`config.mk`:
```
export PLATFORM = sky130hd
export DESIGN_NAME = fetchDecode
export DESIGN_NICKNAME = d
export VERILOG_FILES = /design/src/design/mipsPkg.sv /design/src/design/fetchDecode.sv
export SDC_FILE = /design/constraint.sdc
export NUM_CORES = 1
export LEC_CHECK = 0
export BUFFER_PORTS_ARGS = -buffer_cell sky130_fd_sc_hd__buf_2
export CORE_UTILIZATION = 25
export CTS_BUF_LIST = sky130_fd_sc_hd__clkbuf_4 sky130_fd_sc_hd__clkbuf_8
export DETAILED_ROUTE_END_ITERATION = 8
export GPL_TIMING_DRIVEN = 0
export SLEW_MARGIN = 5
export SYNTH_ARGS = -nofsm -noshare
export SYNTH_HDL_FRONTEND = slang
export SYNTH_SLANG_ARGS = --single-unit
```
`constraint.sdc`:
```
create_clock -name clk -period 3.7 [get_ports clk]
set_clock_uncertainty 0.15 [all_clocks]
set_input_delay 0.37 -clock clk [delete_from_list [all_inputs] [get_ports clk]]
set_output_delay 0.37 -clock clk [all_outputs]
set_load 0.1 [all_outputs]
```
`src/testbench/program.hex`:
```
// One hex instruction word per line, address 0 first, step 4
// Stores go to 0x40..0x7C, 0xFFFF at 0x7C ends the run
20010005  // 00 addi $1, $0, 5
20020007  // 01 addi $2, $0, 7
00221820  // 02 add  $3, $1, $2
AC030040  // 03 sw   $3, 0x40($0)
00221822  // 04 sub  $3, $1, $2
AC030044  // 05 sw   $3, 0x44($0)
00221824  // 06 and  $3, $1, $2
AC030048  // 07 sw   $3, 0x48($0)
00221825  // 08 or   $3, $1, $2
AC03004C  // 09 sw   $3, 0x4C($0)
00221826  // 0A xor  $3, $1, $2
AC030050  // 0B sw   $3, 0x50($0)
00221827  // 0C nor  $3, $1, $2
AC030054  // 0D sw   $3, 0x54($0)
2824FFFF  // 0E slti $4, $1, -1
AC040058  // 0F sw   $4, 0x58($0)
2005FFFF  // 10 addi $5, $0, -1
00A1302A  // 11 slt  $6, $5, $1
AC06005C  // 12 sw   $6, 0x5C($0)
00A6382B  // 13 sltu $7, $5, $6
AC070060  // 14 sw   $7, 0x60($0)
30A8F0F0  // 15 andi $8, $5, 0xF0F0
AC080064  // 16 sw   $8, 0x64($0)
3409FFFF  // 17 ori  $9, $0, 0xFFFF
AC090068  // 18 sw   $9, 0x68($0)
20000009  // 19 addi $0, $0, 9
AC00006C  // 1A sw   $0, 0x6C($0)
AC010070  // 1B sw   $1, 0x70($0)
8C0A0070  // 1C lw   $10, 0x70($0)
214B0001  // 1D addi $11, $10, 1
AC0B0074  // 1E sw   $11, 0x74($0)
200C0005  // 1F addi $12, $0, 5
11810002  // 20 beq  $12, $1, +2 (taken)
AC0C0078  // 21 sw   $12, 0x78($0)  delay slot
AC020040  // 22 sw   $2, 0x40($0)  skipped
10220002  // 23 beq  $1, $2, +2 (not taken)
200D0003  // 24 addi $13, $0, 3  delay slot
AC09007C  // 25 sw   $9, 0x7C($0)  end marker
1000FFFF  // 26 beq  $0, $0, -1
00000000  // 27 nop
```
`src/design/mipsPkg.sv`:
```
//--------------------
// Shared widths, opcode and funct encodings and the ALU operation type
// for the pipelined MIPS core. Modules pull it in by wildcard import.
//--------------------
`default_nettype none

package mipsPkg;

  localparam int DataWidth    = 32;
  localparam int RegAddrWidth = 5;
  localparam int NumRegs      = 32;
  localparam int OpcodeWidth  = 6;
  localparam int FunctWidth   = 6;
  localparam int ImmWidth     = 16;

  // Opcodes --------------------
  localparam logic [OpcodeWidth-1:0] OpRType = 6'b000000;
  localparam logic [OpcodeWidth-1:0] OpLw    = 6'b100011;
  localparam logic [OpcodeWidth-1:0] OpSw    = 6'b101011;
  localparam logic [OpcodeWidth-1:0] OpBeq   = 6'b000100;
  localparam logic [OpcodeWidth-1:0] OpAddi  = 6'b001000;
  localparam logic [OpcodeWidth-1:0] OpAddiu = 6'b001001;
  localparam logic [OpcodeWidth-1:0] OpSlti  = 6'b001010;
  localparam logic [OpcodeWidth-1:0] OpAndi  = 6'b001100;
  localparam logic [OpcodeWidth-1:0] OpOri   = 6'b001101;

  // R-type funct codes --------------------
  localparam logic [FunctWidth-1:0] FnAdd  = 6'b100000;
  localparam logic [FunctWidth-1:0] FnAddu = 6'b100001;
  localparam logic [FunctWidth-1:0] FnSub  = 6'b100010;
  localparam logic [FunctWidth-1:0] FnSubu = 6'b100011;
  localparam logic [FunctWidth-1:0] FnAnd  = 6'b100100;
  localparam logic [FunctWidth-1:0] FnOr   = 6'b100101;
  localparam logic [FunctWidth-1:0] FnXor  = 6'b100110;
  localparam logic [FunctWidth-1:0] FnNor  = 6'b100111;
  localparam logic [FunctWidth-1:0] FnSlt  = 6'b101010;
  localparam logic [FunctWidth-1:0] FnSltu = 6'b101011;

  typedef enum logic [2:0] {
    AluAnd  = 3'b000,
    AluOr   = 3'b001,
    AluAdd  = 3'b010,
    AluSltu = 3'b011,
    AluXor  = 3'b100,
    AluNor  = 3'b101,
    AluSub  = 3'b110,
    AluSlt  = 3'b111
  } aluControlT;

  localparam int ImemWords = 64;
  localparam int DmemWords = 64;
  localparam string ProgramFile = "/design/src/testbench/program.hex";
  localparam logic [DataWidth-1:0] ResetPc = '0;

endpackage

`default_nettype wire

```
`src/design/fetchDecode.sv`:
```
//--------------------
// PC, fetch-to-decode register and the decode-stage datapath: field
// split, immediate extension, branch compare and next-PC choice.
//--------------------
`timescale 1ns/1ps
`default_nettype none

module fetchDecode import mipsPkg::*; (
  input  wire logic                    clk,
  input  wire logic                    reset,
  input  wire logic [DataWidth-1:0]    instrF,
  input  wire logic                    stall,
  input  wire logic                    branchD,
  input  wire logic                    forwardAD,
  input  wire logic                    forwardBD,
  input  wire logic [DataWidth-1:0]    readA,
  input  wire logic [DataWidth-1:0]    readB,
  input  wire logic [DataWidth-1:0]    aluOutM,
  output logic [DataWidth-1:0]         pcF,
  output logic [OpcodeWidth-1:0]       opD,
  output logic [FunctWidth-1:0]        functD,
  output logic [RegAddrWidth-1:0]      rsD, rtD, rdD,
  output logic [DataWidth-1:0]         srcAD,
  output logic [DataWidth-1:0]         srcBD,
  output logic [DataWidth-1:0]         immD
);

  logic [DataWidth-1:0] pcPlus4F, pcPlus4D, instrD, pcBranchD, pcNextF;
  logic [ImmWidth-1:0]  imm;
  logic                 zeroExt, pcSrcD;

  // Fetch --------------------
  assign pcPlus4F = pcF + DataWidth'(4);
  assign pcNextF  = pcSrcD ? pcBranchD : pcPlus4F;

  always_ff @(posedge clk or posedge reset) begin
    if (reset) begin
      pcF      <= ResetPc;
      instrD   <= '0;  // Clears to a harmless R-type bubble
      pcPlus4D <= '0;
    end else if (!stall) begin
      pcF      <= pcNextF;
      instrD   <= instrF;
      pcPlus4D <= pcPlus4F;
    end
  end

  // Decode --------------------
  assign opD    = instrD[DataWidth-1 -: OpcodeWidth];
  assign rsD    = instrD[25:21];
  assign rtD    = instrD[20:16];
  assign rdD    = instrD[15:11];
  assign functD = instrD[FunctWidth-1:0];
  assign imm    = instrD[ImmWidth-1:0];

  // Logical immediates zero-extend
  assign zeroExt = (opD == OpAndi) || (opD == OpOri);
  assign immD    = zeroExt ? {{(DataWidth-ImmWidth){1'b0}}, imm}
                           : {{(DataWidth-ImmWidth){imm[ImmWidth-1]}}, imm};

  assign srcAD = forwardAD ? aluOutM : readA;
  assign srcBD = forwardBD ? aluOutM : readB;

  // Target is relative to the delay slot
  assign pcBranchD = pcPlus4D + {immD[DataWidth-3:0], 2'b00};
  assign pcSrcD    = branchD && (srcAD == srcBD);

endmodule

`default_nettype wire

```
==> metrics.txt, run 1 <==
outcome=completed; Most used DFF post-synth=dfrtp_1; CTS sink cnt=96; Fin Setup TNS=0 ns; ratio of cells with drive above 1 in the final layout=about two fifths; area leader, netlist=dfrtp_1; Final Hold Fails=0; Initial DRT Pass Iterations=5; Placed Cells=1542; Mapped Avg Cell Area=8.90 um2; Die W=178 um; Psw=2860 uW; worst hold endpoint=instrD[6]; top post-synthesis cells by area=dfrtp_1 (31%), mux2_2 (12%), xnor2_1 (5.1%), ha_1 (4.9%), xor2_1 (4.4%); EDFF count, synth=0; Setup crit end kind=flop; final wirelength=between 20 and 30 mm; post-CTS setup buffer count=0; CTS H-tree depth=3; Worst-path clk slew=0.11 ns; Worst-Margin Slew=0.787 ns; Die H=about 180 um; worst endpoint required time=3.83 ns; worst reg-to-reg path cell count=12; Synth-to-Final Area Change=28.7%; largest net degree at the start of global routing=51; Layout Nets=1329; first-pass GRT wire length=44.4 mm; pwr dens=516 nW/um2; Worst-Skew Late Latency=0.40 ns; CTS Buf Count=9; final setup vio count=0; most frequent cells in the layout=buf_2 (291), dfrtp_1 (89), mux2_2 (84); WL per Instance=19.0 um; clock network power share=13.9%; maximum vdd ir drop=around 0.00040 V; syn_nets=between 1000 and 1500; Min-Delay Path Depth=2; Finished Layout Cells=1560; IO Count=289; Async S/R FF share, synth=100%; port bufs=285; slack of the worst reg-to-reg path=around 0.21 ns; highest clock rate=286 MHz; Slew Limit Fails=0; combinational power share=59.3%; vias per cell=4.88; Final ANT Viol Nets=0; Hold Crit Class=in2reg; total power=between 5000 and 6000 uW; Switching Share=55.8%; cell row count=63; Max Cap Violations=0; Hold Path Origin=instrF[6]; share of the synthesized area in the top cell type=31.2%; Cell Area, Synth=7700 um2; Worst R2R Start=instrD[0]; Period Utilization, post-route=94.3%; core area=30000 um2; WS Path Type=reg2reg; TritonCTS clock tree=yes; Worst R2R End=pcF[20]; synthesized flop and latch total=96; vias in the first global route=7663; synth unique cells=65; Cells after Synth=between 800 and 900; critical path arrival=3.62 ns; Vias=7614; sequential share of power=26.9%; drt first-iter violations=around 440; sequential share of the synthesized area=31.2%; crit path max fanout=4; Startpoint Class=flop; Period minus WS final=about 3.5 ns; Int Power=2260 uW; Yosys warnings=0; initial antenna violation count=2; leading cell type in the layout, fill and taps excluded=buf_2; Initial Util=25.7%; GRT Overall Usage=18.8%; Leak=0.00461 uW; dpl hpwl=24.1 mm; DRC Markers=0; GRT overflow=0; Rel. slew slack=between 40% and 50%; GPL Wtd Cong=0.902; root buf cell=clkbuf_8; CTS Buffer Depth=2; die area=31500 um2; RSZ-0062 raised after global routing=false
## logic make-up (layout without fill, tap and decap cells)
logic type	count (synthesis)	count (layout)	synth area share [%]
AO/OA/AOI/OAI	217	217	17.7
multiplexers	93	93	13.7
flip-flops	96	96	31.2
XOR/XNOR	84	84	9.55
buffers and inverters	123	426	8.54
other	0	1	0
AND/OR/NAND/NOR	222	222	14.2
adder cells (fa/ha/maj)	31	31	5.13
## power by group through the flow
stage | Sequential (uW) | Clock, uW | Combinational, uW
4_1_cts | 1380 | 742 | 3040
5_1_grt | 1400 | 770 | 3230
3_5_place_dp | 1400 | 0 | 3020
6_report | 1370 | 710 | 3030
2_1_floorplan | 2050 | 0 | 1740
3_3_place_gp | 1390 | 0 | 3000
## state kept, by name, indices dropped and copies added (netlist names)
signal,flops
instrD,32
pcF,32
pcPlus4D,32
## per-stage QoR
step                      utilization, %  area (um2)  hold WS, ns  setup slack (ns)
after CTS                           33.0        9900       0.0218            0.0553
final                               33.1        9920       0.0441             0.209
after global routing                33.1        9920       0.0211          0.000566
after global placement              32.3        9660        0.322             -1.24
after floorplan                        -        7750        0.304            0.0236
after detailed placement            32.4        9690        0.328           -0.0670
## worst max-delay path by stage
stage               startpoint    endpoint
global placement         reset  instrD[15]
finish               instrD[0]     pcF[20]
CTS                  instrD[0]     pcF[24]
detailed placement   instrD[0]     pcF[24]
floorplan            forwardAD   srcAD[20]
global route         instrD[0]     pcF[24]
## Yosys cell counts, types with 2 or more instances
cell / n
nor4_1: 6
nand3_1: 21
inv_1: 54
nand2_1: 75
nor3_1: 18
o21bai_1: 5
nor2_1: 41
nand2b_1: 15
nand4_1: 13
nor2b_1: 7
mux2_4: 3
a222oi_1: 2
buf_4: 29
and4_1: 4
a211oi_1: 6
ha_1: 30
o22a_1: 11
o22ai_1: 16
a221o_1: 6
nor3b_1: 2
xor2_1: 39
buf_6: 7
nand3b_1: 2
and2_1: 2
dfrtp_1: 96
or3_1: 3
a21o_1: 11
o21ai_1: 5
buf_1: 5
a211o_1: 3
o21ai_0: 52
and3_1: 8
mux2_2: 84
a31oi_1: 13
xnor2_1: 45
o21a_1: 7
buf_2: 6
clkbuf_1: 20
a21oi_1: 64
mux2i_1: 5
## routing by layer
layer,GRT usage [%],share of wire (%)
met1,21.4,40
met2,34.3,52
met3,3.62,5.7
met4,6.84,2.9
met5,0,0.057
## worst max-delay path, stage by stage, from the launching register on
cell and delay (ns):
dfrtp_2 0.41, ha_1 0.20, inv_1 0.07, fa_1 0.39
nand2b_1 0.20, a211o_1 0.31, a311oi_2 0.39, a31oi_2 0.20
o21ai_2 0.23, a211oi_1 0.11, o21ai_0 0.27, xnor2_1 0.10
a221o_1 0.35
## final cells by class
type                    instances  area, um2
clock buffers                  10        131
well taps                     390        488
plain buffers                  69        455
multi-input cells             647       4710
inverters                      54        205
flip-flops and latches         96       2410
clock inverters                 6       51.3
fillers                      3197      20000
diodes                          1       2.50
repair buffers                287       1460
## timing repair
action,CTS,global route
hold buffers,1,0
pin swaps,0,2
endpoints found under the hold margin,49,0
gates resized for setup,2,4
setup endpoints to repair,5,7
(Power assumes the default switching activity.)
==> run 2: changes to the inputs <==
Clock period 3.7 ns to 3.45 ns, I/O delays scaled along.
==> run 2 against run 1 <==
Sequential share of layout area decreased by 0.70 points. Critical path depth did not move. Cell count up 1.0%. Clock power rose by 19%. Critical endpoint is now pcF[0]. Via count up 2.1%. Largest cell class unchanged. Global-route usage increased by 0.17 points. Clock-buffer cell count stayed put. Setup slack lost 0.062 ns. Sequential power grew 9%. Die area stayed put. Hold slack lost 0.022 ns. Largest power group unchanged. Wire length is 2.8% higher.
==> metrics.txt, run 2 (synthesis gave the netlist of run 1 again) <==
core area=30000 um2 (unchanged); Max Cap Violations=0 (unchanged); WL per Instance=19.3 um (+1.8%); TritonCTS clock tree=yes; Worst-Skew Late Latency=0.40 ns (about the same); GRT overflow=0 (unchanged); CTS H-tree depth=3 (unchanged); final wirelength=30.5 mm (+2.8%); Place WS=-0.303 ns (-0.236 ns); Initial DRT Pass Iterations=7 (+2); Synth-to-Final Area Change=32.9%; worst setup margin=0.147 ns (-0.0624 ns); CTS sink cnt=96 (unchanged); slowest stage delay, CP=0.52 ns (+0.11 ns); CTS Buf Count=9 (unchanged); Sequential cell area=2420 um2 (+0.26%); outcome=completed; Fin Setup TNS=0 ns (unchanged); pwr dens=557 nW/um2 (+7.9%); root buf cell=clkbuf_8; dpl hpwl=23.6 mm (-1.9%); highest clock rate=between 300 and 400 MHz; Placed Cells=1542 (unchanged); crit path max fanout=10 (+6); Worst-Margin Slew=0.957 ns (+0.171 ns); Vias=7772 (+2.1%); Die H=178 um (unchanged); Worst Path Buf+Inv=5 (+4); Period Utilization, post-route=95.7%; first-pass GRT wire length=44.8 mm (+0.96%); critical path arrival=3.42 ns (-0.20 ns); largest net degree at the start of global routing=63 (+24%); final setup vio count=0 (unchanged); CP most frequent cell=buf_6; Die W=178 um (unchanged); Hold Crit Class=in2reg; IO Count=289 (unchanged); final-layout fill cell count=3197 (unchanged); Rel. slew slack=36.2% (-11 points); WS Path Type=in2reg; biggest regs=instrD x32, pcF x32, pcPlus4D x32; vias per cell=4.93 (+1.0%); port bufs=285 (unchanged); die area=31500 um2 (unchanged); Final Hold Fails=0 (unchanged); cell at the slowest stage of the critical path=or4b_1; maximum vdd ir drop=0.000463 V (+17%); Period minus WS final=3.30 ns; Layout Nets=1346 (+1.3%); worst endpoint required time=3.57 ns (-0.26 ns); leading cell type in the layout, fill and taps excluded=buf_2; vias in the first global route=7851 (+2.5%); Slew Limit Fails=0 (unchanged); Setup crit end kind=flop; initial antenna violation count=0 (-2); DRC Markers=0 (unchanged); CP cell instances=buf_6 > buf_12 > buf_8 > mux2i_2 > o21ai_0 > nor4_1 > a31oi_1 > or4b_1 > buf_2 > buf_6 > nor2_8 > mux2_2; most frequent cells in the layout=buf_2 (291), mux2_2 (84), dfrtp_1 (84); GRT Overall Usage=18.9% (+0.17 points); Leak=0.00473 uW (+2.6%); ratio of cells with drive above 1 in the final layout=40.4% (+1.0 points); drt first-iter violations=435 (-1.8%); cell row count=63 (unchanged); Finished Layout Cells=1576 (+1.0%); delay-heaviest family, CP=simple AND/OR/NAND/NOR gates; GPL Wtd Cong=0.915 (+1.4%); Final ANT Viol Nets=0 (unchanged); Startpoint Class=input pin; Initial Util=25.7% (unchanged); antenna fix cells=0 (-1); Worst-path clk slew=0.11 ns (about the same); CTS Buffer Depth=2 (unchanged); Multi-input gate area=4850 um2 (+2.9%)
-- run 2: cell count changes in the layout (fill, tap and decap cells not counted), moves of 3 or more --
| cell | delta |
|---|---|
| dfrtp_2 | +5 |
| dfrtp_1 | -5 |
| buf_4 | +3 |
| ha_1 | -4 |
| clkinvlp_4 | -3 |
| o21ai_0 | -4 |
| dlygate4sd3_1 | +13 |
| o21ai_4 | +4 |
| ha_4 | +3 |
-- run 2: final timing paths --
kind | from | to | slack (ns) | cells after the start
min in group asynchronous | reset | instrD[1] | 0.30 | 3
min reg2reg | pcPlus4D[16] | pcPlus4D[16] | 0.36 | 2
max reg2reg | instrD[1] | pcF[20] | 0.15 | 11
min | instrF[7] | instrD[7] | 0.02 | 2
max in group asynchronous | reset | instrD[28] | 2.11 | 4
max | forwardBD | pcF[0] | 0.15 | 12
-- run 2: final cells by class --
class                           instances  area share, %
Multi-Input combinational cell        648           47.3
Sequential cell                        96           23.6
Timing Repair Buffer                  303           15.8
Tap cell                              390           4.77
Buffer                                 69           4.45
Inverter                               54           2.03
Clock buffer                           10           1.28
Clock inverter                          6          0.745
-- run 2: timing repair --
| action | CTS | global route |
|---|---|---|
| setup endpoints to repair | 12 | 12 |
| buffers inserted | 2 | 1 |
| gates resized for setup | 5 | 10 |
| pin swaps | 2 | 5 |
| hold buffers | 12 | 2 |
| cloned | 0 | 1 |
| endpoints found under the hold margin | 45 | 2 |
-- run 2: worst reg2reg max path, delay by kind of cell, from the launching register on --
kind            cells  cell delay, ns
flops               1            0.47
fa+ha+maj           1            0.43
simple gates        1            0.20
compound gates      7            1.75
xor+xnor            1            0.10
buf+inv             1            0.08
-- run 2: per-stage QoR --
stage / hold WS, ns / power, uW / cell area, um2 / util (%)
6_report: 0.0219 / 5700 / 10200 / 34.2
5_1_grt: 0.00275 / 6010 / 10200 / 34.2
4_1_cts: 0.000523 / 5670 / 10100 / 33.9
3_5_place_dp: 0.215 / 4780 / 9780 / 32.7
3_3_place_gp: 0.321 / 4760 / 9750 / 32.6
2_1_floorplan: 0.307 / 4110 / 7840 / -
-- run 2: routing by layer --
metal  wire length (um)  part of all wire, %  track usage, %
met5                  0                    0               0
met4                984                  3.2            7.48
met3               1840                  6.0            3.45
met2              15100                   50            34.1
met1              12600                   41            22.0
-- run 2: power breakdown --
part | total (uW) | switching [uW] | leakage, uW | internal [uW]
sequential | 1500 | 194 | 0.00113 | 1300
combinational | 3360 | 2460 | 0.00349 | 899
clock | 848 | 490 | 0.000107 | 358
total | 5700 | 3140 | 0.00473 | 2560
==> run 3: changes to the inputs <==
Settings changed: CORE_UTILIZATION 25 to 52, PLACE_DENSITY set to 0.84.
==> run 3 against run 2 <==
Combinational power hardly changed. Largest cell class unchanged. Via count is 0.93% higher. Power is 1.6% lower. Setup slack worse by 0.13 ns. Core utilization is 34 points higher. Critical endpoint is now pcF[29]. Non-clock buffer count is 12 lower. Cell count is 14% lower. Register-to-register slack worse by 0.13 ns. Wire length is 12% lower. Sequential share of layout area is 0.95 points higher. Sequential power hardly changed.
==> metrics.txt, run 3 (synthesis gave the netlist of run 1 again) <==
clock network power share=13.8% (-1.1 points); largest net degree at the start of global routing=59 (-6.3%); Placed Cells=1336 (-13%); CTS Buffer Depth=2 (unchanged); Finished Layout Cells=1358 (-14%); DRC Markers=0 (unchanged); sequential share of power=26.5% (+0.2 points); Startpoint Class=flop; Worst-Skew Late Latency=0.41 ns (about the same); RSZ-0062 raised after global routing=false; worst hold endpoint=instrD[17]; first-pass GRT wire length=39.4 mm (-12%); CP cell instances=ha_1 > o21ai_0 > o21bai_1 > a211oi_1 > nor3_2 > a21oi_1 > o21ai_2 > nand3_1 > a21oi_1 > xor2_1 > a221o_1; core area=14500 um2 (-52%); Die H=124 um (-30%); vias per cell=5.78 (+17%); cell row count=44 (-30%); Hold Crit Class=in2reg; dpl hpwl=21.1 mm (-11%); Leak=0.00466 uW (-1.5%); critical path arrival=3.57 ns (+0.15 ns); Vias=7844 (+0.93%); Worst-path clk slew=0.11 ns (about the same); GRT Overall Usage=34.7% (+16 points); CTS Buf Count=9 (unchanged); Worst-Margin Slew=0.757 ns (-0.200 ns); Min-Delay Path Depth=2 (unchanged); Worst R2R End=pcF[29]; worst endpoint required time=3.59 ns (+0.02 ns); Rel. slew slack=49.5% (+13 points); maximum vdd ir drop=0.000327 V (-29%); Worst R2R Start=instrD[2]; Max Cap Violations=0 (unchanged); port bufs=285 (unchanged); Final Hold Fails=0 (unchanged); drt first-iter violations=576 (+32%); Period minus WS final=3.44 ns (+0.132 ns); antenna fix cells=0 (unchanged); initial antenna violation count=0 (unchanged); final-layout fill cell count=1192 (-63%); root buf cell=clkbuf_8; Initial DRT Pass Iterations=5 (-2); TritonCTS clock tree=yes; biggest regs=instrD x32, pcF x32, pcPlus4D x32; pwr dens=570 nW/um2 (+2.4%); outcome=completed; Synth-to-Final Area Change=27.8%; final setup vio count=0 (unchanged); Setup crit end kind=flop; Switching Share=55.9% (+0.76 points); Int Power=2480 uW (-3.2%); slack of the worst reg-to-reg path=0.01 ns (-0.13 ns); most frequent cells in the layout=buf_2 (291), mux2_2 (84), dfrtp_1 (84); worst reg-to-reg path cell count=11 (unchanged); vias in the first global route=7273 (-7.4%); Hold Path Origin=instrF[17]; crit path max fanout=4 (-6); CP most frequent cell=a21oi_1; WL per Instance=19.6 um (+1.6%); Final ANT Viol Nets=0 (unchanged); Layout Nets=1334 (-0.89%); WHS=0.0140 ns (-0.00790 ns); final wirelength=26.7 mm (-12%); Slew Limit Fails=0 (unchanged); Period Utilization, post-route=99.6% (+3.8 points); GRT overflow=0 (unchanged); GPL Wtd Cong=0.996 (+8.9%); Psw=3140 uW (-0.21%); Die W=124 um (-30%); Initial Util=53.2% (+27 points); die area=15300 um2 (-51%); combinational power share=59.7% (+0.8 points); highest clock rate=291 MHz (-3.8%); CTS sink cnt=96 (unchanged); cell at the slowest stage of the critical path=dfrtp_1; ratio of cells with drive above 1 in the final layout=40.6% (+0.24 points); WS Path Type=reg2reg; slowest stage delay, CP=0.48 ns (-0.04 ns); IO Count=289 (unchanged); leading cell type in the layout, fill and taps excluded=buf_2; CTS H-tree depth=3 (unchanged)
## run 3: cell count changes in the layout (fill, tap and decap cells not counted), moves of 2 or more
| cell | delta |
|---|---|
| nor3_2 | +2 |
| clkinv_8 | +2 |
| inv_6 | -2 |
| dlygate4sd3_1 | -13 |
## run 3: what timing repair did
| action | 4_1_cts | 5_1_grt |
|---|---|---|
| resized for setup | 5 | 5 |
| endpoints found under the hold margin | 38 | 0 |
| cloned | 0 | 1 |
| buffers inserted | 2 | 2 |
| pin swaps | 2 | 4 |
| hold buffers | 1 | 0 |
| endpoints found under the setup margin | 11 | 6 |
## run 3: worst max path at each step
stage	endpoint	slack, ns	start
global placement	instrD[12]	-1.17	reset
CTS	pcF[24]	0.04	instrD[1]
finish	pcF[29]	0.01	instrD[2]
global route	pcF[29]	0.01	instrD[2]
floorplan	pcF[31]	-0.05	instrD[28]
detailed placement	pcF[29]	-0.21	instrD[2]
## run 3: power groups by stage
stage | combinational [uW] | sequential (uW) | clock [uW]
2_1_floorplan | 1890 | 2210 | 0
3_3_place_gp | 3210 | 1490 | 0
3_5_place_dp | 3250 | 1500 | 0
4_1_cts | 3300 | 1480 | 776
5_1_grt | 3540 | 1510 | 818
6_report | 3350 | 1490 | 773
## run 3: final cells by class
| type | instances | area, um2 | share of cell area (%) |
|---|---|---|---|
| multi-input cells | 648 | 4820 | 49.0 |
| flip-flops and latches | 96 | 2420 | 24.6 |
| repair buffers | 291 | 1510 | 15.3 |
| plain buffers | 69 | 455 | 4.63 |
| well taps | 184 | 230 | 2.34 |
| inverters | 54 | 205 | 2.08 |
| clock buffers | 9 | 124 | 1.26 |
| clock inverters | 7 | 78.8 | 0.801 |
## run 3: per-layer routing
metal | vias to the layer above | GRT usage (%) | wire length, um
li1 | 3677 | - | -
met1 | 3751 | 44.9 | 11000
met2 | 374 | 58.8 | 12900
met3 | 42 | 7.19 | 2210
met4 | 0 | 9.04 | 530
met5 | - | 0 | 0
## run 3: critical path, delay by kind of cell (launching register included)
family          cells  cell delay [ns]
compound gates      7             1.66
simple gates        2             0.55
flops               1             0.48
fa+ha+maj           1             0.37
xor+xnor            1             0.09
## run 3: through the flow
stage | cell area (um2) | setup TNS (ns) | power [uW] | worst slack (ns) | utilization (%)
2_1_floorplan | 7840 | -0.127 | 4110 | -0.0527 | -
3_3_place_gp | 9490 | -87.48 | 4700 | -1.17 | 65.6
3_5_place_dp | 9520 | -2.37 | 4750 | -0.205 | 65.8
4_1_cts | 9780 | 0 | 5560 | 0.0382 | 67.6
5_1_grt | 9840 | 0 | 5870 | 0.0103 | 68.0
6_report | 9840 | 0 | 5610 | 0.0146 | 68.0
