===== src/testbench/program.hex =====
// One hex instruction word per line, address 0 first, step 4
// Stores go to 0x40..0x7C, 0xFFFF at 0x7C ends the run
20010005  // 00 addi $1, $0, 5
20020007  // 01 addi $2, $0, 7
00221820  // 02 add  $3, $1, $2
AC030040  // 03 sw   $3, 0x40($0)
00221822  // 04 sub  $3, $1, $2
AC030044  // 05 sw   $3, 0x44($0)
00221824  // 06 and  $3, $1, $2
AC030048  // 07 sw   $3, 0x48($0)
00221825  // 08 or   $3, $1, $2
AC03004C  // 09 sw   $3, 0x4C($0)
00221826  // 0A xor  $3, $1, $2
AC030050  // 0B sw   $3, 0x50($0)
00221827  // 0C nor  $3, $1, $2
AC030054  // 0D sw   $3, 0x54($0)
2824FFFF  // 0E slti $4, $1, -1
AC040058  // 0F sw   $4, 0x58($0)
2005FFFF  // 10 addi $5, $0, -1
00A1302A  // 11 slt  $6, $5, $1
AC06005C  // 12 sw   $6, 0x5C($0)
00A6382B  // 13 sltu $7, $5, $6
AC070060  // 14 sw   $7, 0x60($0)
30A8F0F0  // 15 andi $8, $5, 0xF0F0
AC080064  // 16 sw   $8, 0x64($0)
3409FFFF  // 17 ori  $9, $0, 0xFFFF
AC090068  // 18 sw   $9, 0x68($0)
20000009  // 19 addi $0, $0, 9
AC00006C  // 1A sw   $0, 0x6C($0)
AC010070  // 1B sw   $1, 0x70($0)
8C0A0070  // 1C lw   $10, 0x70($0)
214B0001  // 1D addi $11, $10, 1
AC0B0074  // 1E sw   $11, 0x74($0)
200C0005  // 1F addi $12, $0, 5
11810002  // 20 beq  $12, $1, +2 (taken)
AC0C0078  // 21 sw   $12, 0x78($0)  delay slot
AC020040  // 22 sw   $2, 0x40($0)  skipped
10220002  // 23 beq  $1, $2, +2 (not taken)
200D0003  // 24 addi $13, $0, 3  delay slot
AC09007C  // 25 sw   $9, 0x7C($0)  end marker
1000FFFF  // 26 beq  $0, $0, -1
00000000  // 27 nop

===== src/design/mipsPkg.sv =====
//--------------------
// Shared widths, opcode and funct encodings and the ALU operation type
// for the pipelined MIPS core. Modules pull it in by wildcard import.
//--------------------
`default_nettype none

package mipsPkg;

  localparam int DataWidth    = 32;
  localparam int RegAddrWidth = 5;
  localparam int NumRegs      = 32;
  localparam int OpcodeWidth  = 6;
  localparam int FunctWidth   = 6;
  localparam int ImmWidth     = 16;

  // Opcodes --------------------
  localparam logic [OpcodeWidth-1:0] OpRType = 6'b000000;
  localparam logic [OpcodeWidth-1:0] OpLw    = 6'b100011;
  localparam logic [OpcodeWidth-1:0] OpSw    = 6'b101011;
  localparam logic [OpcodeWidth-1:0] OpBeq   = 6'b000100;
  localparam logic [OpcodeWidth-1:0] OpAddi  = 6'b001000;
  localparam logic [OpcodeWidth-1:0] OpAddiu = 6'b001001;
  localparam logic [OpcodeWidth-1:0] OpSlti  = 6'b001010;
  localparam logic [OpcodeWidth-1:0] OpAndi  = 6'b001100;
  localparam logic [OpcodeWidth-1:0] OpOri   = 6'b001101;

  // R-type funct codes --------------------
  localparam logic [FunctWidth-1:0] FnAdd  = 6'b100000;
  localparam logic [FunctWidth-1:0] FnAddu = 6'b100001;
  localparam logic [FunctWidth-1:0] FnSub  = 6'b100010;
  localparam logic [FunctWidth-1:0] FnSubu = 6'b100011;
  localparam logic [FunctWidth-1:0] FnAnd  = 6'b100100;
  localparam logic [FunctWidth-1:0] FnOr   = 6'b100101;
  localparam logic [FunctWidth-1:0] FnXor  = 6'b100110;
  localparam logic [FunctWidth-1:0] FnNor  = 6'b100111;
  localparam logic [FunctWidth-1:0] FnSlt  = 6'b101010;
  localparam logic [FunctWidth-1:0] FnSltu = 6'b101011;

  typedef enum logic [2:0] {
    AluAnd  = 3'b000,
    AluOr   = 3'b001,
    AluAdd  = 3'b010,
    AluSltu = 3'b011,
    AluXor  = 3'b100,
    AluNor  = 3'b101,
    AluSub  = 3'b110,
    AluSlt  = 3'b111
  } aluControlT;

  localparam int ImemWords = 64;
  localparam int DmemWords = 64;
  localparam string ProgramFile = "/design/src/testbench/program.hex";
  localparam logic [DataWidth-1:0] ResetPc = '0;

endpackage

`default_nettype wire


===== src/design/executeWriteback.sv =====
//--------------------
// Execute-stage registers and ALU, then the memory and writeback
// registers and the result select feeding the register file.
//--------------------
`timescale 1ns/1ps
`default_nettype none

module executeWriteback import mipsPkg::*; (
  input  wire logic                    clk,
  input  wire logic                    reset,
  input  wire logic                    stall,
  input  wire logic [DataWidth-1:0]    srcAD, srcBD, immD,
  input  wire logic [RegAddrWidth-1:0] rsD, rtD, rdD,
  input  wire logic [1:0]              forwardAE, forwardBE,
  input  wire logic                    aluSrcE,
  input  wire logic                    regDstE,
  input  aluControlT                   aluControlE,
  input  wire logic                    memToRegW,
  input  wire logic [DataWidth-1:0]    readDataM,
  output logic [RegAddrWidth-1:0]      rsE, rtE,
  output logic [RegAddrWidth-1:0]      writeRegE, writeRegM, writeRegW,
  output logic [DataWidth-1:0]         aluOutM, writeDataM, resultW
);

  logic [DataWidth-1:0]    srcAE, srcBE, immE, opA, fwdBE, opB, aluOutE;
  logic [DataWidth-1:0]    diff, aluOutW, readDataW;
  logic [RegAddrWidth-1:0] rdE;
  logic                    sltSigned, sltUnsigned;

  // Execute --------------------
  always_ff @(posedge clk or posedge reset) begin
    if (reset) begin
      {srcAE, srcBE, immE} <= '0;
      {rsE, rtE, rdE}      <= '0;
    end else if (stall) begin
      {srcAE, srcBE, immE} <= '0;  // Bubble behind a held decode
      {rsE, rtE, rdE}      <= '0;
    end else begin
      {srcAE, srcBE, immE} <= {srcAD, srcBD, immD};
      {rsE, rtE, rdE}      <= {rsD, rtD, rdD};
    end
  end

  always_comb begin
    case (forwardAE)
      2'b10:   opA = aluOutM;
      2'b01:   opA = resultW;
      default: opA = srcAE;
    endcase
    case (forwardBE)
      2'b10:   fwdBE = aluOutM;
      2'b01:   fwdBE = resultW;
      default: fwdBE = srcBE;
    endcase
  end

  assign opB       = aluSrcE ? immE : fwdBE;
  assign writeRegE = regDstE ? rdE : rtE;

  // ALU, signed compare corrects the difference sign on overflow
  assign diff        = opA - opB;
  assign sltSigned   = (opA[DataWidth-1] != opB[DataWidth-1]) ? opA[DataWidth-1]
                                                              : diff[DataWidth-1];
  assign sltUnsigned = opA < opB;

  always_comb begin
    case (aluControlE)
      AluAnd:  aluOutE = opA & opB;
      AluOr:   aluOutE = opA | opB;
      AluAdd:  aluOutE = opA + opB;
      AluSub:  aluOutE = diff;
      AluSlt:  aluOutE = {{(DataWidth-1){1'b0}}, sltSigned};
      AluSltu: aluOutE = {{(DataWidth-1){1'b0}}, sltUnsigned};
      AluXor:  aluOutE = opA ^ opB;
      AluNor:  aluOutE = ~(opA | opB);
      default: aluOutE = '0;
    endcase
  end

  // Memory and writeback --------------------
  always_ff @(posedge clk or posedge reset) begin
    if (reset) begin
      {aluOutM, writeDataM, writeRegM} <= '0;
      {aluOutW, readDataW, writeRegW}  <= '0;
    end else begin
      {aluOutM, writeDataM, writeRegM} <= {aluOutE, fwdBE, writeRegE};
      {aluOutW, readDataW, writeRegW}  <= {aluOutM, readDataM, writeRegM};
    end
  end

  assign resultW = memToRegW ? readDataW : aluOutW;

endmodule

`default_nettype wire


===== config.mk =====
export PLATFORM = sky130hd
export DESIGN_NAME = executeWriteback
export DESIGN_NICKNAME = d
export VERILOG_FILES = /design/src/design/mipsPkg.sv /design/src/design/executeWriteback.sv
export SDC_FILE = /design/constraint.sdc
export NUM_CORES = 1
export LEC_CHECK = 0
export BUFFER_PORTS_ARGS = -buffer_cell sky130_fd_sc_hd__buf_4
export CAP_MARGIN = 0
export CORE_UTILIZATION = 55
export DETAILED_ROUTE_END_ITERATION = 6
export PLACE_DENSITY = 0.79
export SYNTH_ARGS = -nofsm -noshare
export SYNTH_HDL_FRONTEND = slang
export SYNTH_SLANG_ARGS = --single-unit

===== constraint.sdc =====
create_clock -name clk -period 9.4 [get_ports clk]
set_input_delay 1.88 -clock clk [delete_from_list [all_inputs] [get_ports clk]]
set_output_delay 1.88 -clock clk [all_outputs]
set_load 0.05 [all_outputs]

==> run_summary.xml, run 1 <==
<?xml version="1.0" encoding="UTF-8"?>
<metrics>
  <group name="yosys">
    <metric name="netlist_top_cells_area" unit="">sky130_fd_sc_hd__dfrtp_1 42%, sky130_fd_sc_hd__ha_1 9.8%, sky130_fd_sc_hd__nor2b_1 5.1%</metric>
    <metric name="synth_area" unit="µm²">14960</metric>
    <metric name="synth_async_sr_flop_share" unit="%">100.0</metric>
    <metric name="ys_types" unit="">81</metric>
    <metric name="postSynthNetCount" unit="">1896</metric>
    <metric name="synth_most_common_cell" unit="">sky130_fd_sc_hd__dfrtp_1</metric>
    <metric name="synth_top_area_cell" unit="">sky130_fd_sc_hd__dfrtp_1</metric>
    <metric name="leading_cell_types_by_count_after_synthesis" unit="">249 x sky130_fd_sc_hd__dfrtp_1, 131 x sky130_fd_sc_hd__inv_1, 122 x sky130_fd_sc_hd__nor2b_1</metric>
    <metric name="synth_enable_flop_cells" unit="">0</metric>
    <metric name="ys_dominant_reg_cell" unit="">sky130_fd_sc_hd__dfrtp_1</metric>
    <metric name="yosys_register_bits" unit="">249</metric>
    <metric name="avgSynthCellArea" unit="µm²">9.235</metric>
    <metric name="synth-seq-area-share" unit="%">41.65</metric>
    <metric name="synth_largest_type_area_fraction" unit="%">41.65</metric>
    <metric name="yosys_warnings" unit="">0</metric>
    <metric name="post_synth_inst_count" unit="">1620</metric>
  </group>
  <group name="worst_setup_path">
    <metric name="timing.rr.end" unit="">aluOutM[31]</metric>
    <metric name="count_of_cells_along_the_worst_register_to_register_path" unit="">18</metric>
    <metric name="critical_path_capture_point" unit="">aluOutM[31]</metric>
    <metric name="largest_driver_fanout_on_the_critical_path" unit="">17</metric>
    <metric name="required" unit="ns">9.82</metric>
    <metric name="reg_to_reg_start" unit="">readDataW[18]</metric>
    <metric name="reg2reg_slack" unit="ns">4.45</metric>
    <metric name="worstSetupStartpointType" unit="">input pin</metric>
    <metric name="timing.critical_path.to_type" unit="">flip-flop</metric>
    <metric name="worst_ep_arrival_time" unit="ns">6.97</metric>
    <metric name="critical_path.startpoint" unit="">forwardAE[1]</metric>
    <metric name="criticalPathCategory" unit="">in2reg</metric>
  </group>
  <group name="timing">
    <metric name="tightest_slew" unit="ns">1.190</metric>
    <metric name="fin_crit" unit="ns">6.551</metric>
    <metric name="setup_viol" unit="">0</metric>
    <metric name="final_min_period_over_clock_period" unit="%">69.69</metric>
    <metric name="relSlewSlack" unit="%">20.64</metric>
    <metric name="fmaxAchievable" unit="MHz">152.7</metric>
    <metric name="final_slew_violations" unit="">0</metric>
    <metric name="hold_viol_final" unit="">0</metric>
    <metric name="timing.setup.tns" unit="ns">0</metric>
    <metric name="rsz0062_at_grt" unit="">false</metric>
    <metric name="finClkSkew" unit="ns">0.01847</metric>
  </group>
  <group name="finish">
    <metric name="antenna-diode-count" unit="">0</metric>
    <metric name="area_growth" unit="%">20.09</metric>
    <metric name="post_layout_net_count" unit="">2110</metric>
    <metric name="layout-drive-gt1-share" unit="%">20.79</metric>
    <metric name="final_core_util" unit="%">67.04</metric>
  </group>
  <group name="clocking">
    <metric name="cts.sink_count" unit="">249</metric>
    <metric name="h-tree-depth" unit="">1</metric>
    <metric name="worstSkewPairLatency" unit="ns">0.53</metric>
    <metric name="cts_tree" unit="">built</metric>
    <metric name="cts_max_path_buffers" unit="">3</metric>
    <metric name="post-cts-setup-buffer-count" unit="">0</metric>
    <metric name="worst_setup_hold_path_clk_slew" unit="ns">0.07</metric>
    <metric name="numCtsBuffers" unit="">26</metric>
    <metric name="ctsResizeCount" unit="">0</metric>
    <metric name="postCtsHoldBufs" unit="">0</metric>
    <metric name="root_buf_cell" unit="">sky130_fd_sc_hd__clkbuf_16</metric>
  </group>
  <group name="worst_hold_path">
    <metric name="min_path_type" unit="">reg2reg</metric>
    <metric name="worst_hold_startpoint" unit="">writeRegM[2]</metric>
  </group>
  <group name="place">
    <metric name="numPortBuffers" unit="">276</metric>
    <metric name="place_hpwl" unit="mm">38.70</metric>
    <metric name="gpl_congestion" unit="">0.9939</metric>
  </group>
  <group name="detailed_routing">
    <metric name="routed-via-count" unit="">13650</metric>
    <metric name="antenna_left" unit="">0</metric>
    <metric name="drc" unit="">1</metric>
    <metric name="vias_per_cell" unit="">6.225</metric>
    <metric name="post_drt_wl_per_cell" unit="µm">24.12</metric>
    <metric name="dr.pass1.iters" unit="">7</metric>
    <metric name="route.final.wire_length" unit="mm">52.89</metric>
    <metric name="drt-initial-drc-count" unit="">1554</metric>
  </group>
  <group name="die">
    <metric name="start_util" unit="%">55.82</metric>
    <metric name="top_level_ports" unit="">277</metric>
    <metric name="floorplan.die.width" unit="µm">166.9</metric>
    <metric name="chipHeight" unit="µm">166.9</metric>
    <metric name="die_area" unit="µm²">27860</metric>
    <metric name="std_cell_rows" unit="">60</metric>
    <metric name="core_region_area" unit="µm²">26800</metric>
  </group>
  <group name="job">
    <metric name="drv.max_cap_violation_count" unit="">0</metric>
  </group>
  <group name="grt">
    <metric name="grt_pass1_vias" unit="">13500</metric>
    <metric name="globalRoute.totalOverflow" unit="">0</metric>
    <metric name="track_usage" unit="%">37.56</metric>
    <metric name="grt_first_pass_wirelength" unit="mm">79.33</metric>
    <metric name="maximum_number_of_pins_on_one_net_before_global_route_repair" unit="">112</metric>
    <metric name="number_of_antenna_violations_at_the_first_check_in_global_routing" unit="">0</metric>
  </group>
  <group name="pwr">
    <metric name="power_leakage" unit="nW">8.643</metric>
    <metric name="p_per_area" unit="nW/µm²">202.2</metric>
    <metric name="vdd_ir_drop_max" unit="V">0.0001615</metric>
  </group>
  <group name="run_status">
    <metric name="result_of_the_run" unit="">complete, but fails checks</metric>
    <metric name="violations" unit="">design-rule violations</metric>
  </group>
</metrics>
## through the flow
| stage | cell area, µm² | hold WS, ns | std cells | power [mW] | setup WS [ns] |
|---|---|---|---|---|---|
| 6_report | 17970 | 0.3771 | 2193 | 3.632 | 2.849 |
| 3_5_place_dp | 17120 | 0.3643 | 2147 | 2.595 | 2.531 |
| 3_3_place_gp | 17120 | 0.3585 | 2147 | 2.581 | 2.668 |
| 2_1_floorplan | 14960 | 0.4359 | 1620 | 2.163 | 0.6767 |
| 5_1_grt | 17970 | 0.3861 | 2193 | 3.772 | 2.426 |
| 4_1_cts | 17970 | 0.3774 | 2193 | 3.615 | 3.030 |
## routing by layer
layer / global-route usage [%] / part of all wire (%) / vias up
met5: 0 / 0 / -
met2: 64.09 / 49 / 806
met4: 19.69 / 5.8 / 0
li1: - / - / 6111
met3: 6.488 / 8.3 / 178
met1: 45.50 / 37 / 6556
## state kept, by name, summed over array words and instances, names as in the netlist
| register | count |
|---|---|
| rdE | 5 |
| aluOutM | 32 |
| srcBE | 32 |
| writeRegW | 5 |
| writeRegM | 5 |
| readDataW | 32 |
| rtE | 5 |
| aluOutW | 32 |
| immE | 32 |
| writeDataM | 32 |
| srcAE | 32 |
| rsE | 5 |
## worst min-delay path by stage
stage                         end  slack [ns]  cells past startpoint
floorplan           writeDataM[0]        0.44                      2
global placement     writeRegW[3]        0.36                      0
detailed placement   writeRegW[3]        0.36                      0
CTS                  writeRegW[3]        0.38                      0
global route         writeRegW[3]        0.39                      0
finish               writeRegW[2]        0.38                      0
## critical path: stages
cell,delay [ns]
sky130_fd_sc_hd__buf_4,0.12
sky130_fd_sc_hd__inv_1,0.07
sky130_fd_sc_hd__ha_1,0.50
sky130_fd_sc_hd__buf_4,0.35
sky130_fd_sc_hd__a22oi_1,0.11
sky130_fd_sc_hd__o21ai_0,0.36
sky130_fd_sc_hd__ha_1,0.46
sky130_fd_sc_hd__nor4_1,0.58
sky130_fd_sc_hd__and4_1,0.41
sky130_fd_sc_hd__nand3_1,0.10
sky130_fd_sc_hd__o22ai_1,0.42
sky130_fd_sc_hd__o211ai_1,0.17
sky130_fd_sc_hd__a21oi_1,0.30
sky130_fd_sc_hd__a221oi_1,0.16
sky130_fd_sc_hd__fa_1,0.50
sky130_fd_sc_hd__o21ai_0,0.08
sky130_fd_sc_hd__a21oi_1,0.21
sky130_fd_sc_hd__o2bb2ai_1,0.13
sky130_fd_sc_hd__a21oi_1,0.05
## layout by cell type, fill, tap and decap left out, types with 13 or more instances in the layout
cell type                   netlist  final
sky130_fd_sc_hd__nand2_1        121    121
sky130_fd_sc_hd__mux2_2          39     39
sky130_fd_sc_hd__inv_1          131    130
sky130_fd_sc_hd__buf_4            3    287
sky130_fd_sc_hd__nor2b_1        122    122
sky130_fd_sc_hd__mux2i_1         14     14
sky130_fd_sc_hd__a22oi_1         68     68
sky130_fd_sc_hd__ha_1           117    115
sky130_fd_sc_hd__o21ai_1         23     23
sky130_fd_sc_hd__a21oi_1        112    112
sky130_fd_sc_hd__nor3_1          19     19
sky130_fd_sc_hd__nor2_1         116    116
sky130_fd_sc_hd__o211ai_1        17     17
sky130_fd_sc_hd__o31ai_1         13     13
sky130_fd_sc_hd__o21a_1          21     21
sky130_fd_sc_hd__a221oi_1        17     17
sky130_fd_sc_hd__o21ai_0         74     74
sky130_fd_sc_hd__nand3_1         24     24
sky130_fd_sc_hd__xnor2_1         14     14
sky130_fd_sc_hd__clkbuf_16        0     27
sky130_fd_sc_hd__a31oi_1         20     20
sky130_fd_sc_hd__a211oi_1        16     16
sky130_fd_sc_hd__dfrtp_1        249    249
## where the power goes
group          internal, mW  switching (mW)
Clock                 0.595           0.428
Combinational         0.437           0.906
Sequential             1.18          0.0845
Total                  2.21            1.42
## final cells by class
type | instances | area [µm²]
repair buffers | 287 | 2155
well taps | 341 | 426.7
fillers | 2144 | 8835
multi-input cells | 1136 | 7795
flip-flops and latches | 249 | 6231
inverters | 134 | 510.5
clock buffers | 32 | 714.4
clock inverters | 14 | 133.9
## kinds of logic after synthesis
kind of cell,after synthesis,synth area share (%)
buffers and inverters,235,6.281
AND/OR/NAND/NOR,464,15.41
AO/OA/AOI/OAI,485,21.78
adder cells (fa/ha/maj),120,10.19
multiplexers,53,3.872
flip-flops,249,41.65
XOR/XNOR,14,0.8196
Power figures use the tool's default switching activity.
==> run 2, diff against run 1 <==
--- a/config.mk
+++ b/config.mk
@@ -7,9 +7,9 @@
 export LEC_CHECK = 0
 export BUFFER_PORTS_ARGS = -buffer_cell sky130_fd_sc_hd__buf_4
 export CAP_MARGIN = 0
-export CORE_UTILIZATION = 55
+export CORE_UTILIZATION = 51
 export DETAILED_ROUTE_END_ITERATION = 6
-export PLACE_DENSITY = 0.79
+export PLACE_DENSITY = 0.77
 export SYNTH_ARGS = -nofsm -noshare
 export SYNTH_HDL_FRONTEND = slang
 export SYNTH_SLANG_ARGS = --single-unit
==> constraint.sdc (replaced) <==
create_clock -name clk -period 5.75 [get_ports clk]
set_input_delay 1.15 -clock clk [delete_from_list [all_inputs] [get_ports clk]]
set_output_delay 1.15 -clock clk [all_outputs]
set_load 0.05 [all_outputs]
==> run 2 against run 1 <==
The flow now finishes without violations. Sequential share of layout area fell by 0.97 points. Flip-flop and latch count stayed put. Critical path type unchanged. Count of clock-buffer cells in the layout grew 2. Critical endpoint unchanged. Clock skew rose by 0.0037 ns. Routed wire length is 1.4% lower. Combinational power up 70%. Sequential power grew 63%. First-iteration DRC count is 17% lower. Die area is 7.8% higher. Register-to-register slack got worse by 3.3 ns.
==> run_summary.xml, run 2 (synthesized netlist as in run 1, its figures left out) <==
<?xml version="1.0" encoding="UTF-8"?>
<metrics>
  <group name="die">
    <metric name="die_area" unit="µm²">30020</metric>
    <metric name="chipHeight" unit="µm">173.3</metric>
    <metric name="std_cell_rows" unit="">62</metric>
    <metric name="floorplan.die.width" unit="µm">173.3</metric>
    <metric name="top_level_ports" unit="">277</metric>
    <metric name="core_region_area" unit="µm²">28780</metric>
    <metric name="start_util" unit="%">51.98</metric>
  </group>
  <group name="worst_setup_path">
    <metric name="timing.critical_path.to_type" unit="">flip-flop</metric>
    <metric name="critical-path-top-cell-by-count" unit="">sky130_fd_sc_hd__a21oi_1</metric>
    <metric name="largest_driver_fanout_on_the_critical_path" unit="">14</metric>
    <metric name="critPathMaxStageDelay" unit="ns">0.43</metric>
    <metric name="count_of_cells_along_the_worst_register_to_register_path" unit="">19</metric>
    <metric name="worstPathBufferInverterCount" unit="">2</metric>
    <metric name="path_cells" unit="">buf_4 &gt; buf_4 &gt; mux2_2 &gt; a22oi_1 &gt; nor2_1 &gt; a21oi_1 &gt; o21ai_1 &gt; ha_1 &gt; nor4_1 &gt; and4_1 &gt; nand3_1 &gt; o22ai_1 &gt; o211ai_1 &gt; a21oi_1 &gt; a221oi_1 &gt; fa_1 &gt; o21ai_0 &gt; a21oi_1 &gt; o2bb2ai_1 &gt; a21oi_1</metric>
    <metric name="reg_to_reg_start" unit="">readDataW[10]</metric>
    <metric name="reg2reg_slack" unit="ns">1.16</metric>
    <metric name="timing.rr.end" unit="">aluOutM[31]</metric>
    <metric name="critical_path.top_delay_family" unit="">compound AO/OA/AOI/OAI gates</metric>
    <metric name="required" unit="ns">6.20</metric>
    <metric name="criticalPathCategory" unit="">in2reg</metric>
    <metric name="worstSetupStartpointType" unit="">input pin</metric>
    <metric name="worst_ep_arrival_time" unit="ns">5.75</metric>
    <metric name="path_depth" unit="">20</metric>
    <metric name="critPathSlowestCell" unit="">sky130_fd_sc_hd__fa_1</metric>
  </group>
  <group name="clocking">
    <metric name="ctsResizeCount" unit="">0</metric>
    <metric name="worst_setup_hold_path_clk_slew" unit="ns">0.06</metric>
    <metric name="post-cts-setup-buffer-count" unit="">0</metric>
    <metric name="postCtsHoldBufs" unit="">0</metric>
    <metric name="h-tree-depth" unit="">1</metric>
    <metric name="cts.sink_count" unit="">249</metric>
    <metric name="cts_max_path_buffers" unit="">3</metric>
    <metric name="cts_tree" unit="">built</metric>
    <metric name="worstSkewPairLatency" unit="ns">0.54</metric>
    <metric name="numCtsBuffers" unit="">26</metric>
    <metric name="root_buf_cell" unit="">sky130_fd_sc_hd__clkbuf_16</metric>
  </group>
  <group name="grt">
    <metric name="track_usage" unit="%">34.01</metric>
    <metric name="grt_first_pass_wirelength" unit="mm">78.44</metric>
    <metric name="globalRoute.totalOverflow" unit="">0</metric>
    <metric name="maximum_number_of_pins_on_one_net_before_global_route_repair" unit="">182</metric>
    <metric name="number_of_antenna_violations_at_the_first_check_in_global_routing" unit="">0</metric>
    <metric name="grt_pass1_vias" unit="">13600</metric>
  </group>
  <group name="timing">
    <metric name="hold_viol_final" unit="">0</metric>
    <metric name="fin_crit" unit="ns">5.298</metric>
    <metric name="relSlewSlack" unit="%">10.31</metric>
    <metric name="finalHoldWorstSlack" unit="ns">0.3753</metric>
    <metric name="setup_viol" unit="">0</metric>
    <metric name="tightest_slew" unit="ns">1.342</metric>
    <metric name="timing.setup.tns" unit="ns">0</metric>
    <metric name="finClkSkew" unit="ns">0.02215</metric>
    <metric name="rsz0062_at_grt" unit="">false</metric>
    <metric name="final_slew_violations" unit="">0</metric>
    <metric name="fmaxAchievable" unit="MHz">188.7</metric>
    <metric name="final_min_period_over_clock_period" unit="%">92.14</metric>
  </group>
  <group name="detailed_routing">
    <metric name="vias_per_cell" unit="">6.042</metric>
    <metric name="route.final.wire_length" unit="mm">52.16</metric>
    <metric name="drt-initial-drc-count" unit="">1285</metric>
    <metric name="drc" unit="">0</metric>
    <metric name="routed-via-count" unit="">13840</metric>
    <metric name="antenna_left" unit="">0</metric>
    <metric name="dr.pass1.iters" unit="">5</metric>
    <metric name="post_drt_wl_per_cell" unit="µm">22.77</metric>
  </group>
  <group name="worst_hold_path">
    <metric name="min_path_type" unit="">reg2reg</metric>
    <metric name="worst_hold_startpoint" unit="">writeRegM[2]</metric>
    <metric name="hold_depth" unit="">0</metric>
    <metric name="min_to" unit="">writeRegW[2]</metric>
  </group>
  <group name="pwr">
    <metric name="power_leakage" unit="nW">8.932</metric>
    <metric name="vdd_ir_drop_max" unit="V">0.0002480</metric>
    <metric name="p_per_area" unit="nW/µm²">324.9</metric>
  </group>
  <group name="finish">
    <metric name="area_growth" unit="%">23.53</metric>
    <metric name="antenna-diode-count" unit="">0</metric>
    <metric name="layout-drive-gt1-share" unit="%">23.02</metric>
    <metric name="mostFrequentLayoutCells" unit="">344 x sky130_fd_sc_hd__buf_4, 249 x sky130_fd_sc_hd__dfrtp_1, 130 x sky130_fd_sc_hd__inv_1</metric>
    <metric name="mostFrequentLayoutCell" unit="">sky130_fd_sc_hd__buf_4</metric>
    <metric name="post_layout_net_count" unit="">2170</metric>
  </group>
  <group name="place">
    <metric name="numPortBuffers" unit="">276</metric>
    <metric name="gpl_congestion" unit="">1.007</metric>
    <metric name="place_hpwl" unit="mm">38.87</metric>
  </group>
  <group name="run_status">
    <metric name="result_of_the_run" unit="">finished clean</metric>
  </group>
  <group name="job">
    <metric name="drv.max_cap_violation_count" unit="">0</metric>
  </group>
</metrics>
## run 2: through the flow
stage	setup slack [ns]	cell area (µm²)	utilization [%]	power, mW	std cells
floorplan	0.1740	14960	-	3.536	1620
global placement	0.1742	17660	61.35	4.304	2250
detailed placement	0.05806	17660	61.35	4.329	2250
CTS	0.5553	18480	64.21	5.983	2291
global route	0.2683	18480	64.21	6.239	2291
finish	0.4519	18480	64.21	6.005	2291
## run 2: power breakdown
group	total [mW]	switching [mW]	internal [mW]
registers	2.07	0.138	1.93
logic	2.28	1.49	0.789
clock network	1.66	0.683	0.975
total	6.00	2.31	3.70
## run 2: how the worst max path moves through the flow
stage / from / to / slack [ns]
finish: memToRegW / aluOutM[31] / 0.45
global route: memToRegW / aluOutM[31] / 0.27
CTS: memToRegW / aluOutM[31] / 0.56
detailed placement: memToRegW / aluOutM[31] / 0.06
global placement: memToRegW / aluOutM[31] / 0.17
floorplan: memToRegW / aluOutM[31] / 0.17
## run 2: worst register-to-register path: cells and delay by family (launching register included)
family                   cells  cell delay (ns)
AO/OA/AOI/OAI               13             2.61
adder cells (fa/ha/maj)      2             0.83
buffers and inverters        2             0.31
flip-flops                   1             0.39
multiplexers                 1             0.30
AND/OR/NAND/NOR              1             0.06
## run 2: final cells by class
| type | instances | area [µm²] |
|---|---|---|
| clock inverters | 7 | 92.59 |
| clock buffers | 34 | 732.0 |
| fillers | 2300 | 10300 |
| inverters | 134 | 506.7 |
| multi-input cells | 1136 | 7795 |
| flip-flops and latches | 249 | 6231 |
| well taps | 384 | 480.5 |
| repair buffers | 347 | 2643 |
## run 2: layer usage
layer / global-route usage [%] / routed length [µm] / vias to the layer above / share of wire (%)
met3: 4.715 / 4012 / 143 / 7.7
met2: 58.68 / 25460 / 769 / 49
met1: 41.57 / 19930 / 6693 / 38
met5: 0 / 0 / - / 0
met4: 17.40 / 2756 / 0 / 5.3
li1: - / - / 6238 / -
